[src/ntm_trainer_params.svh]
// Build-time sizes. NTM_L and NTM_X must be powers of two and at least 2, and T is at least 1
`ifndef NTM_TRAINER_PARAMS_SVH
`define NTM_TRAINER_PARAMS_SVH

////////////////////////////////////////
// Fixed-point format
////////////////////////////////////////

`define NTM_DATA_W 16 // Word width, signed
`define NTM_FRAC_W 8  // Fraction bits, Q8.8

////////////////////////////////////////
// Network dimensions
////////////////////////////////////////

// Layer neurons
`define NTM_L 4

// Input vector length
`define NTM_X 4

// Width of the runtime step count T
`define NTM_STEP_W 8

`endif

[src/ntm_trainer_pkg.sv]
// Payload types and the Q8.8 multiply. Products truncate toward minus infinity and all sums wrap
`include "ntm_trainer_params.svh"

package ntm_trainer_pkg;

  ////////////////////////////////////////
  // Words and indices
  ////////////////////////////////////////

  typedef logic signed [`NTM_DATA_W-1:0] data_t;   // One fixed-point word
  typedef logic [$clog2(`NTM_L)-1:0]     lidx_t;   // Neuron index
  typedef logic [$clog2(`NTM_X)-1:0]     xidx_t;   // Input index

  // 1.0 in fixed point
  localparam data_t FX_ONE = data_t'(1 << `NTM_FRAC_W);

  ////////////////////////////////////////
  // Stream beats
  ////////////////////////////////////////

  // One neuron for one step
  typedef struct packed {
    data_t ds;  // Cell state gradient
    data_t a;   // Candidate activation
    data_t gi;  // Input gate value
  } gate_beat_t;

  typedef struct packed {
    data_t di;  // Gate delta
    lidx_t l;   // Owning neuron
  } delta_t;

  typedef struct packed {
    data_t data;
    logic  is_bias; // High for db words
    lidx_t row;
    xidx_t col;     // Zero for db words
    logic  last;    // Final word of the run
  } out_beat_t;

  // Full signed product, arithmetic shift by the fraction, low word kept
  function automatic data_t fx_mul(data_t a, data_t b);
    logic signed [2*`NTM_DATA_W-1:0] full;
    full = a * b;
    return data_t'(full >>> `NTM_FRAC_W);
  endfunction

endpackage

[src/ntm_ctrl_pkg.sv]
// Controller encodings. State values are not part of any external interface
package ntm_ctrl_pkg;

  ////////////////////////////////////////
  // Run state machine
  ////////////////////////////////////////

  typedef enum logic [2:0] {
    IDLE,     // Waiting for a start transfer
    LOAD_X,   // Filling the x buffer for one step
    GATE,     // Taking one gate beat per neuron
    FLUSH,    // Letting the delta pipeline drain
    DRAIN_W,  // Streaming dW row-major
    DRAIN_B   // Streaming db
  } trainer_state_e;

  ////////////////////////////////////////
  // Readout selection
  ////////////////////////////////////////

  // Picks the register file behind rd_data
  typedef enum logic {
    KIND_WEIGHT,
    KIND_BIAS
  } out_kind_e;

endpackage

[src/ntm_input_gate_delta.sv]
// Fixed 3-cycle latency with no stall. The consumer must take delta on every delta_valid cycle
`timescale 1ns/10ps
`include "ntm_trainer_params.svh"

module ntm_input_gate_delta (
  input  logic                        CLK,
  input  logic                        RST,
  input  logic                        in_valid,
  input  ntm_trainer_pkg::gate_beat_t in_beat,
  input  ntm_trainer_pkg::lidx_t      in_l,
  output logic                        delta_valid,
  output ntm_trainer_pkg::delta_t     delta,
  output logic                        busy
);

  // Partial product with what is still needed downstream
  typedef struct packed {
    ntm_trainer_pkg::data_t prod;
    ntm_trainer_pkg::data_t gi;
    ntm_trainer_pkg::data_t comp; // 1 - i
    ntm_trainer_pkg::lidx_t l;
  } stage_t;

  logic   v1, v2, v3; // Stage valids
  stage_t s1, s2;
  ntm_trainer_pkg::delta_t s3;

  ////////////////////////////////////////
  // Valid chain
  ////////////////////////////////////////

  always_ff @(posedge CLK or posedge RST) begin
    if (RST) begin
      v1 <= 1'b0;
      v2 <= 1'b0;
      v3 <= 1'b0;
    end else begin
      v1 <= in_valid;
      v2 <= v1;
      v3 <= v2;
    end
  end

  ////////////////////////////////////////
  // Datapath
  ////////////////////////////////////////

  always_ff @(posedge CLK) begin
    // Stage 1 forms ds o a and the complement of i
    if (in_valid) begin
      s1.prod <= ntm_trainer_pkg::fx_mul(in_beat.ds, in_beat.a);
      s1.gi   <= in_beat.gi;
      s1.comp <= ntm_trainer_pkg::FX_ONE - in_beat.gi; // Wraps like every sum
      s1.l    <= in_l;
    end
    // Stage 2 folds in i
    if (v1) begin
      s2      <= s1;
      s2.prod <= ntm_trainer_pkg::fx_mul(s1.prod, s1.gi);
    end
    // Stage 3 folds in 1 - i
    if (v2) begin
      s3.di <= ntm_trainer_pkg::fx_mul(s2.prod, s2.comp);
      s3.l  <= s2.l;
    end
  end

  assign delta_valid = v3;
  assign delta       = s3;
  assign busy        = v1 | v2 | v3; // Anything still in flight

  ////////////////////////////////////////
  // Checks
  ////////////////////////////////////////

  // No stage carries X while valid
  a_stage_known : assert property (@(posedge CLK) disable iff (RST)
    !(v1 && $isunknown(s1)) && !(v2 && $isunknown(s2)) && !(v3 && $isunknown(s3)));

endmodule

[src/ntm_gradient_accumulator.sv]
// dW and db wrap at word width. The x buffer must hold while deltas of its step are in flight
`timescale 1ns/10ps
`include "ntm_trainer_params.svh"

module ntm_gradient_accumulator (
  input  logic                     CLK,
  input  logic                     RST,
  input  logic                     clear,
  input  logic                     x_we,
  input  ntm_trainer_pkg::xidx_t   x_idx,
  input  ntm_trainer_pkg::data_t   x_data,
  input  logic                     delta_valid,
  input  ntm_trainer_pkg::delta_t  delta,
  input  ntm_ctrl_pkg::out_kind_e  rd_kind,
  input  ntm_trainer_pkg::lidx_t   rd_l,
  input  ntm_trainer_pkg::xidx_t   rd_x,
  output ntm_trainer_pkg::data_t   rd_data
);

  ntm_trainer_pkg::data_t x_buf [`NTM_X];          // Current step inputs
  ntm_trainer_pkg::data_t dw    [`NTM_L][`NTM_X];  // Weight gradient
  ntm_trainer_pkg::data_t db    [`NTM_L];          // Bias gradient

  ////////////////////////////////////////
  // x buffer
  ////////////////////////////////////////

  always_ff @(posedge CLK) begin
    if (x_we) begin
      x_buf[x_idx] <= x_data;
    end
  end

  ////////////////////////////////////////
  // Gradient register files
  ////////////////////////////////////////

  always_ff @(posedge CLK or posedge RST) begin
    if (RST) begin
      for (int l = 0; l < `NTM_L; l++) begin
        db[l] <= '0;
        for (int x = 0; x < `NTM_X; x++) begin
          dw[l][x] <= '0;
        end
      end
    end else if (clear) begin // New run
      for (int l = 0; l < `NTM_L; l++) begin
        db[l] <= '0;
        for (int x = 0; x < `NTM_X; x++) begin
          dw[l][x] <= '0;
        end
      end
    end else if (delta_valid) begin
      // Whole row l in one edge
      for (int x = 0; x < `NTM_X; x++) begin
        dw[delta.l][x] <= dw[delta.l][x] + ntm_trainer_pkg::fx_mul(delta.di, x_buf[x]);
      end
      db[delta.l] <= db[delta.l] + delta.di; // Plain sum of di
    end
  end

  ////////////////////////////////////////
  // Readout
  ////////////////////////////////////////

  // Combinational read of the address the controller holds
  always_comb begin
    if (rd_kind == ntm_ctrl_pkg::KIND_BIAS) begin
      rd_data = db[rd_l];
    end else begin
      rd_data = dw[rd_l][rd_x];
    end
  end

  // Start only comes while the pipeline is empty
  a_clear_vs_delta : assert property (@(posedge CLK) disable iff (RST)
    !(clear && delta_valid));

endmodule

[src/ntm_trainer_controller.sv]
// steps must be at least 1. Each step waits for the delta pipeline to empty before new x is taken
`timescale 1ns/10ps
`include "ntm_trainer_params.svh"

module ntm_trainer_controller (
  input  logic                       CLK,
  input  logic                       RST,
  input  logic                       start_valid,
  output logic                       start_ready,
  input  logic [`NTM_STEP_W-1:0]     steps,
  input  logic                       x_valid,
  output logic                       x_ready,
  input  logic                       gate_valid,
  output logic                       gate_ready,
  output logic                       out_valid,
  input  logic                       out_ready,
  output logic                       gate_fire,
  output ntm_trainer_pkg::lidx_t     gate_l,
  output logic                       x_we,
  output ntm_trainer_pkg::xidx_t     x_idx,
  output logic                       acc_clear,
  input  logic                       pipe_busy,
  output ntm_ctrl_pkg::out_kind_e    rd_kind,
  output ntm_trainer_pkg::lidx_t     rd_l,
  output ntm_trainer_pkg::xidx_t     rd_x,
  input  ntm_trainer_pkg::data_t     rd_data,
  output ntm_trainer_pkg::out_beat_t out
);

  ntm_ctrl_pkg::trainer_state_e state;

  logic [`NTM_STEP_W-1:0] steps_q;  // T of the current run
  logic [`NTM_STEP_W-1:0] step_cnt; // 1-based step number
  ntm_trainer_pkg::lidx_t cnt_l;
  ntm_trainer_pkg::xidx_t cnt_x;
  logic start_fire, out_fire;
  logic last_l, last_x;

  ////////////////////////////////////////
  // Handshakes
  ////////////////////////////////////////

  assign start_ready = (state == ntm_ctrl_pkg::IDLE);
  assign x_ready     = (state == ntm_ctrl_pkg::LOAD_X);
  assign gate_ready  = (state == ntm_ctrl_pkg::GATE);
  assign out_valid   = (state == ntm_ctrl_pkg::DRAIN_W) || (state == ntm_ctrl_pkg::DRAIN_B);

  assign start_fire = start_valid & start_ready;
  assign out_fire   = out_valid & out_ready;
  assign x_we       = x_valid & x_ready;
  assign gate_fire  = gate_valid & gate_ready; // One-cycle pulse into the delta unit
  assign acc_clear  = start_fire;

  assign last_l = (cnt_l == ntm_trainer_pkg::lidx_t'(`NTM_L - 1));
  assign last_x = (cnt_x == ntm_trainer_pkg::xidx_t'(`NTM_X - 1));

  // Same counters address loading, gating and readout
  assign x_idx  = cnt_x;
  assign gate_l = cnt_l;
  assign rd_l   = cnt_l;
  assign rd_x   = cnt_x;
  assign rd_kind = (state == ntm_ctrl_pkg::DRAIN_B) ? ntm_ctrl_pkg::KIND_BIAS
                                                    : ntm_ctrl_pkg::KIND_WEIGHT;

  ////////////////////////////////////////
  // Run FSM
  ////////////////////////////////////////

  always_ff @(posedge CLK or posedge RST) begin
    if (RST) begin
      state    <= ntm_ctrl_pkg::IDLE;
      steps_q  <= '0;
      step_cnt <= '0;
      cnt_l    <= '0;
      cnt_x    <= '0;
    end else begin
      case (state)
        ntm_ctrl_pkg::IDLE: begin
          if (start_fire) begin
            steps_q  <= steps;
            step_cnt <= `NTM_STEP_W'(1);
            cnt_l    <= '0;
            cnt_x    <= '0;
            state    <= ntm_ctrl_pkg::LOAD_X;
          end
        end
        ntm_ctrl_pkg::LOAD_X: begin
          if (x_we) begin
            if (last_x) begin
              cnt_x <= '0;
              state <= ntm_ctrl_pkg::GATE;
            end else begin
              cnt_x <= cnt_x + 1'b1;
            end
          end
        end
        ntm_ctrl_pkg::GATE: begin
          if (gate_fire) begin
            if (last_l) begin
              cnt_l <= '0;
              state <= ntm_ctrl_pkg::FLUSH;
            end else begin
              cnt_l <= cnt_l + 1'b1;
            end
          end
        end
        ntm_ctrl_pkg::FLUSH: begin
          // x buffer is reused, so every step drains first
          if (!pipe_busy) begin
            if (step_cnt == steps_q) begin
              state <= ntm_ctrl_pkg::DRAIN_W;
            end else begin
              step_cnt <= step_cnt + 1'b1;
              state    <= ntm_ctrl_pkg::LOAD_X;
            end
          end
        end
        ntm_ctrl_pkg::DRAIN_W: begin
          if (out_fire) begin // Row-major walk
            if (last_x) begin
              cnt_x <= '0;
              if (last_l) begin
                cnt_l <= '0;
                state <= ntm_ctrl_pkg::DRAIN_B;
              end else begin
                cnt_l <= cnt_l + 1'b1;
              end
            end else begin
              cnt_x <= cnt_x + 1'b1;
            end
          end
        end
        ntm_ctrl_pkg::DRAIN_B: begin
          if (out_fire) begin
            if (last_l) begin
              cnt_l <= '0;
              state <= ntm_ctrl_pkg::IDLE; // Run done
            end else begin
              cnt_l <= cnt_l + 1'b1;
            end
          end
        end
        default: state <= ntm_ctrl_pkg::IDLE;
      endcase
    end
  end

  ////////////////////////////////////////
  // Output beat
  ////////////////////////////////////////

  always_comb begin
    out.data    = rd_data;
    out.is_bias = (rd_kind == ntm_ctrl_pkg::KIND_BIAS);
    out.row     = cnt_l;
    out.col     = cnt_x; // Zero through the db words
    out.last    = (state == ntm_ctrl_pkg::DRAIN_B) && last_l;
  end

  // Stalled beat stays put until taken
  a_out_hold : assert property (@(posedge CLK) disable iff (RST)
    (out_valid && !out_ready) |=> (out_valid && $stable(out)));

endmodule

[src/ntm_input_trainer.sv]
// Input gate trainer for dW and db. L and X are fixed at build time and only T is set per run
`timescale 1ns/10ps
`include "ntm_trainer_params.svh"

module ntm_input_trainer (
  input  logic                       CLK,
  input  logic                       RST,
  input  logic                       start_valid,
  output logic                       start_ready,
  input  logic [`NTM_STEP_W-1:0]     steps,
  input  logic                       x_valid,
  output logic                       x_ready,
  input  ntm_trainer_pkg::data_t     x_data,
  input  logic                       gate_valid,
  output logic                       gate_ready,
  input  ntm_trainer_pkg::gate_beat_t gate,
  output logic                       out_valid,
  input  logic                       out_ready,
  output ntm_trainer_pkg::out_beat_t out
);

  ////////////////////////////////////////
  // Internal wires
  ////////////////////////////////////////

  logic                     gate_fire;
  ntm_trainer_pkg::lidx_t   gate_l;
  logic                     x_we;
  ntm_trainer_pkg::xidx_t   x_idx;
  logic                     acc_clear;
  logic                     pipe_busy;
  logic                     delta_valid;
  ntm_trainer_pkg::delta_t  delta;
  ntm_ctrl_pkg::out_kind_e  rd_kind;
  ntm_trainer_pkg::lidx_t   rd_l;
  ntm_trainer_pkg::xidx_t   rd_x;
  ntm_trainer_pkg::data_t   rd_data;

  // Sequencing and all stream handshakes
  ntm_trainer_controller i_ntm_trainer_controller (
    .CLK         (CLK),
    .RST         (RST),
    .start_valid (start_valid),
    .start_ready (start_ready),
    .steps       (steps),
    .x_valid     (x_valid),
    .x_ready     (x_ready),
    .gate_valid  (gate_valid),
    .gate_ready  (gate_ready),
    .out_valid   (out_valid),
    .out_ready   (out_ready),
    .gate_fire   (gate_fire),
    .gate_l      (gate_l),
    .x_we        (x_we),
    .x_idx       (x_idx),
    .acc_clear   (acc_clear),
    .pipe_busy   (pipe_busy),
    .rd_kind     (rd_kind),
    .rd_l        (rd_l),
    .rd_x        (rd_x),
    .rd_data     (rd_data),
    .out         (out)
  );

  // di = ds o a o i o (1 - i)
  ntm_input_gate_delta i_ntm_input_gate_delta (
    .CLK         (CLK),
    .RST         (RST),
    .in_valid    (gate_fire),
    .in_beat     (gate),      // Payload goes straight in on the accept cycle
    .in_l        (gate_l),
    .delta_valid (delta_valid),
    .delta       (delta),
    .busy        (pipe_busy)
  );

  // dW and db register files
  ntm_gradient_accumulator i_ntm_gradient_accumulator (
    .CLK         (CLK),
    .RST         (RST),
    .clear       (acc_clear),
    .x_we        (x_we),
    .x_idx       (x_idx),
    .x_data      (x_data),
    .delta_valid (delta_valid),
    .delta       (delta),
    .rd_kind     (rd_kind),
    .rd_l        (rd_l),
    .rd_x        (rd_x),
    .rd_data     (rd_data)
  );

endmodule

[config.mk]
export PLATFORM = sky130hd
export DESIGN_NAME = ntm_input_trainer
export DESIGN_NICKNAME = d
export VERILOG_FILES = /design/src/ntm_trainer_pkg.sv /design/src/ntm_ctrl_pkg.sv /design/src/ntm_input_gate_delta.sv /design/src/ntm_gradient_accumulator.sv /design/src/ntm_trainer_controller.sv /design/src/ntm_input_trainer.sv
export VERILOG_INCLUDE_DIRS = /design/src
export SDC_FILE = /design/constraint.sdc
export NUM_CORES = 2
export LEC_CHECK = 0
export BUFFER_PORTS_ARGS = -buffer_cell sky130_fd_sc_hd__buf_2
export CAP_MARGIN = 30
export CORE_MARGIN = 2
export CORE_UTILIZATION = 47
export CTS_CLUSTER_DIAMETER = 150
export DETAILED_ROUTE_END_ITERATION = 16
export GPL_TIMING_DRIVEN = 0
export REMOVE_ABC_BUFFERS = 1
export SYNTH_ARGS = -nofsm -noshare
export SYNTH_HDL_FRONTEND = slang
export SYNTH_HIERARCHICAL = 1
export SYNTH_SLANG_ARGS = --single-unit
[constraint.sdc]
create_clock -name CLK -period 15.15 [get_ports CLK]
set_input_delay 4.545 -clock CLK [delete_from_list [all_inputs] [get_ports CLK]]
set_output_delay 4.545 -clock CLK [all_outputs]
set_load 0.05 [all_outputs]
==> out/results.ini <==
[run_status]
status = complete, no violations

[cells_and_area]
drive_gt1_frac = 0.07439
final_common_cell = inv_1
num-nets-final = 9551
syn_to_final_growth_pct = 8.255
final_cell_mix = inv_1 (1693), fa_1 (1307), nand2_1 (894)
stdcell_count = 9825
fillers = 14810

[detailed_routing]
vias = 53310
vias_per_cell = 5.426
drtAntennaViolNets = 0
first_pass_iters = 6
wl_per_cell_um = 20.55
drc = 0
drt_iter0_drc = 3637
wirelength_um = 201900

[placed_design]
dp_hpwl_um = 157300
gp_congestion = 0.8476
dp_cells = 9709
io_buffers = 103

[setup_path]
path_class = primary input to flip-flop
r2r_cells = 34
slowest_delay_ns = 0.52
arrival_ns = 10.03
timing.critical_path.cells = buf_2 -> nand2_1 -> inv_1 -> fa_1 -> inv_1 -> fa_1 -> fa_1 -> inv_1 -> fa_1 -> fa_1 -> inv_1 -> fa_1 -> inv_1 -> ha_1 -> a21o_1 -> a21o_1 -> a221o_1 -> a31o_4 -> a21o_1 -> a21oi_2 -> xnor2_1
critPathRequiredTime_ns = 15.57
r2r-start = i_ntm_input_gate_delta/delta[8]$_DFFE_PP_
crit_family = adder cells
crit_top_cell = fa_1
end_kind = flip-flop
critPathLaunchType = primary input
cp_num_cells = 21
critPathMaxFanout = 16
cp_num_buf_inv = 6
r2r_slack_ns = 6.17
r2r-end = i_ntm_gradient_accumulator/dw[15]$_DFFE_PP0P_
crit_slowest_cell = fa_1

[timing]
fin_crit_ns = 9.605
slew_viol_final = 0
fin_tns_setup_ns = 0
hold_violations = 0
worst_slew_pin_slew_ns = 1.015
timing.fmax_mhz = 104.1
fin_crit_sh = 0.6340
setup_viol = 0
rsz0062_at_grt = no
skew_ns = 0.04573
slew_headroom = 0.3199

[synth]
syn-cell-area_sq_um = 77240
syn_area_per_cell_sq_um = 10.00
yosysUniqueCellTypes = 87
synth_seq_cells = 511
synthCells = 7723
synth-edff-count = 165
synth_flop_cell = dfrtp_1
ys_seq_area_frac = 0.1762
yosys_warnings = 6
async_reset_ff_frac = 0.6771

[global_route]
grt_pass1_wl_um = 330700
first_global_vias = 58370
grt_usage = 0.2512
grt_overflow_total = 0
grt_max_degree = 127
antenna_found_initial = 0

[clock_network]
cts_hold_buf = 0
h-tree-depth = 2
clk_pin_slew_ns = 0.06
clock_sinks = 511
cts_buffers = 61
clock_latency_ns = 0.71
root_buffer = clkbuf_16
ctsResizeCount = 0
cts_tree = yes
cts.path.max_buffers = 3
post_cts_buffers = 0

[floorplan]
die_area_sq_um = 167600
coreArea_sq_um = 163000
die_w_um = 409.4
rows = 148
die_h_um = 409.4
io-pin-count = 104
start_util = 0.4740

[worst_hold_path]
whs_path_depth = 0
min-delay-start = i_ntm_input_gate_delta/s1[16]$_DFFE_PP_
hold_class = flip-flop to flip-flop
holdPathEnd = i_ntm_input_gate_delta/s2[16]$_DFFE_PP_

[flow_run]
drv_cap = 0

-- state kept, by name, indices dropped and copies added, names as in the netlist --
name and flops:
i_ntm_input_gate_delta/v1 1, i_ntm_gradient_accumulator/db 64, i_ntm_input_gate_delta/s1 49, i_ntm_gradient_accumulator/dw 256, i_ntm_trainer_controller/step_cnt 8, i_ntm_trainer_controller/state 3, i_ntm_input_gate_delta/s2 34, i_ntm_input_gate_delta/delta_valid 1
i_ntm_trainer_controller/steps_q 8, i_ntm_trainer_controller/rd_x 2, i_ntm_input_gate_delta/v2 1, i_ntm_trainer_controller/gate_l 2, i_ntm_gradient_accumulator/x_buf 64, i_ntm_input_gate_delta/delta 18
-- how the worst max path moves through the flow --
stage                                                     endpoint  slack [ns]      from
floorplan             i_ntm_gradient_accumulator/db[0]$_DFFE_PP0P_        1.75       RST
global placement    i_ntm_gradient_accumulator/dw[222]$_DFFE_PP0P_       -2.19       RST
detailed placement         i_ntm_input_gate_delta/s1[47]$_DFFE_PP_        4.86  gate[18]
CTS                        i_ntm_input_gate_delta/s1[47]$_DFFE_PP_        5.58  gate[18]
global route               i_ntm_input_gate_delta/s1[47]$_DFFE_PP_        5.32  gate[18]
finish                     i_ntm_input_gate_delta/s1[47]$_DFFE_PP_        5.55  gate[17]
-- routing by layer --
metal / global-route usage / routed length [um]
met2: 0.4084 / 94740
met4: 0.06878 / 5708
met1: 0.3591 / 90090
met3: 0.02642 / 11380
met5: 0 / 0
-- final cells by class --
cell class | count | area [sq um] | share of cell area
Multi-Input combinational cell | 5115 | 55680 | 0.6659
Sequential cell | 511 | 13620 | 0.1629
Inverter | 1695 | 6371 | 0.07620
Timing Repair Buffer | 213 | 3120 | 0.03732
Tap cell | 2175 | 2721 | 0.03255
Clock buffer | 89 | 1783 | 0.02132
Clock inverter | 26 | 311.5 | 0.003726
Antenna cell | 1 | 2.502 | 0.00002993
-- synth_stat cells (4+ instances only) --
cell / n / area share
mux4_2: 176 / 0.051
ha_1: 569 / 0.092
xnor2_1: 277 / 0.031
edfxtp_1: 165 / 0.064
inv_1: 1694 / 0.082
nand3_1: 34 / 0.0022
mux2_2: 25 / 0.0036
nor2_1: 148 / 0.0072
nor4_1: 9 / 0.00073
o21a_1: 27 / 0.0026
o211ai_1: 8 / 0.00078
o21ai_0: 79 / 0.0051
and2_1: 735 / 0.060
buf_2: 5 / 0.00032
nor2b_1: 34 / 0.0028
mux2i_1: 4 / 0.00052
nand4_1: 18 / 0.0015
o31ai_1: 9 / 0.00087
or2_2: 4 / 0.00032
clkbuf_1: 346 / 0.017
buf_1: 21 / 0.0010
o21ai_2: 5 / 0.00057
nand3b_1: 4 / 0.00039
a21oi_2: 4 / 0.00045
o21bai_1: 13 / 0.0013
a21o_1: 44 / 0.0043
a21oi_1: 107 / 0.0069
xor2_1: 65 / 0.0074
a41o_1: 6 / 0.00078
fa_1: 1307 / 0.34
a22o_1: 277 / 0.031
or3_1: 9 / 0.00073
buf_4: 28 / 0.0027
a31oi_1: 11 / 0.00089
nand2_1: 894 / 0.043
a211oi_1: 18 / 0.0017
dfrtp_1: 346 / 0.11
o41ai_1: 7 / 0.00079
and3_1: 20 / 0.0016
a21boi_0: 5 / 0.00049
nand2b_1: 47 / 0.0038
o21ai_1: 13 / 0.00084
nor3_1: 45 / 0.0029
-- metrics by stage --
stage               setup slack, ns  hold slack, ns  utilization  area, sq um
floorplan                     1.749          0.4003            -        75600
global placement             -2.187          0.4037       0.4838        78840
detailed placement            4.859          0.4045       0.5002        81520
CTS                           5.580          0.4211       0.5131        83610
global route                  5.316          0.4249       0.5131        83610
finish                        5.545          0.4196       0.5131        83620
-- cells by family after synthesis --
kind of cell	after synthesis	synth area share
compound gates	673	0.06570
xor+xnor	342	0.03878
fa+ha+maj	1876	0.4309
buf+inv	2097	0.1036
flops	511	0.1762
mux	206	0.05568
simple gates	2018	0.1291
Power is not shown: default switching activity piles up to over one toggle a cycle in this logic, so the estimate is an artifact.
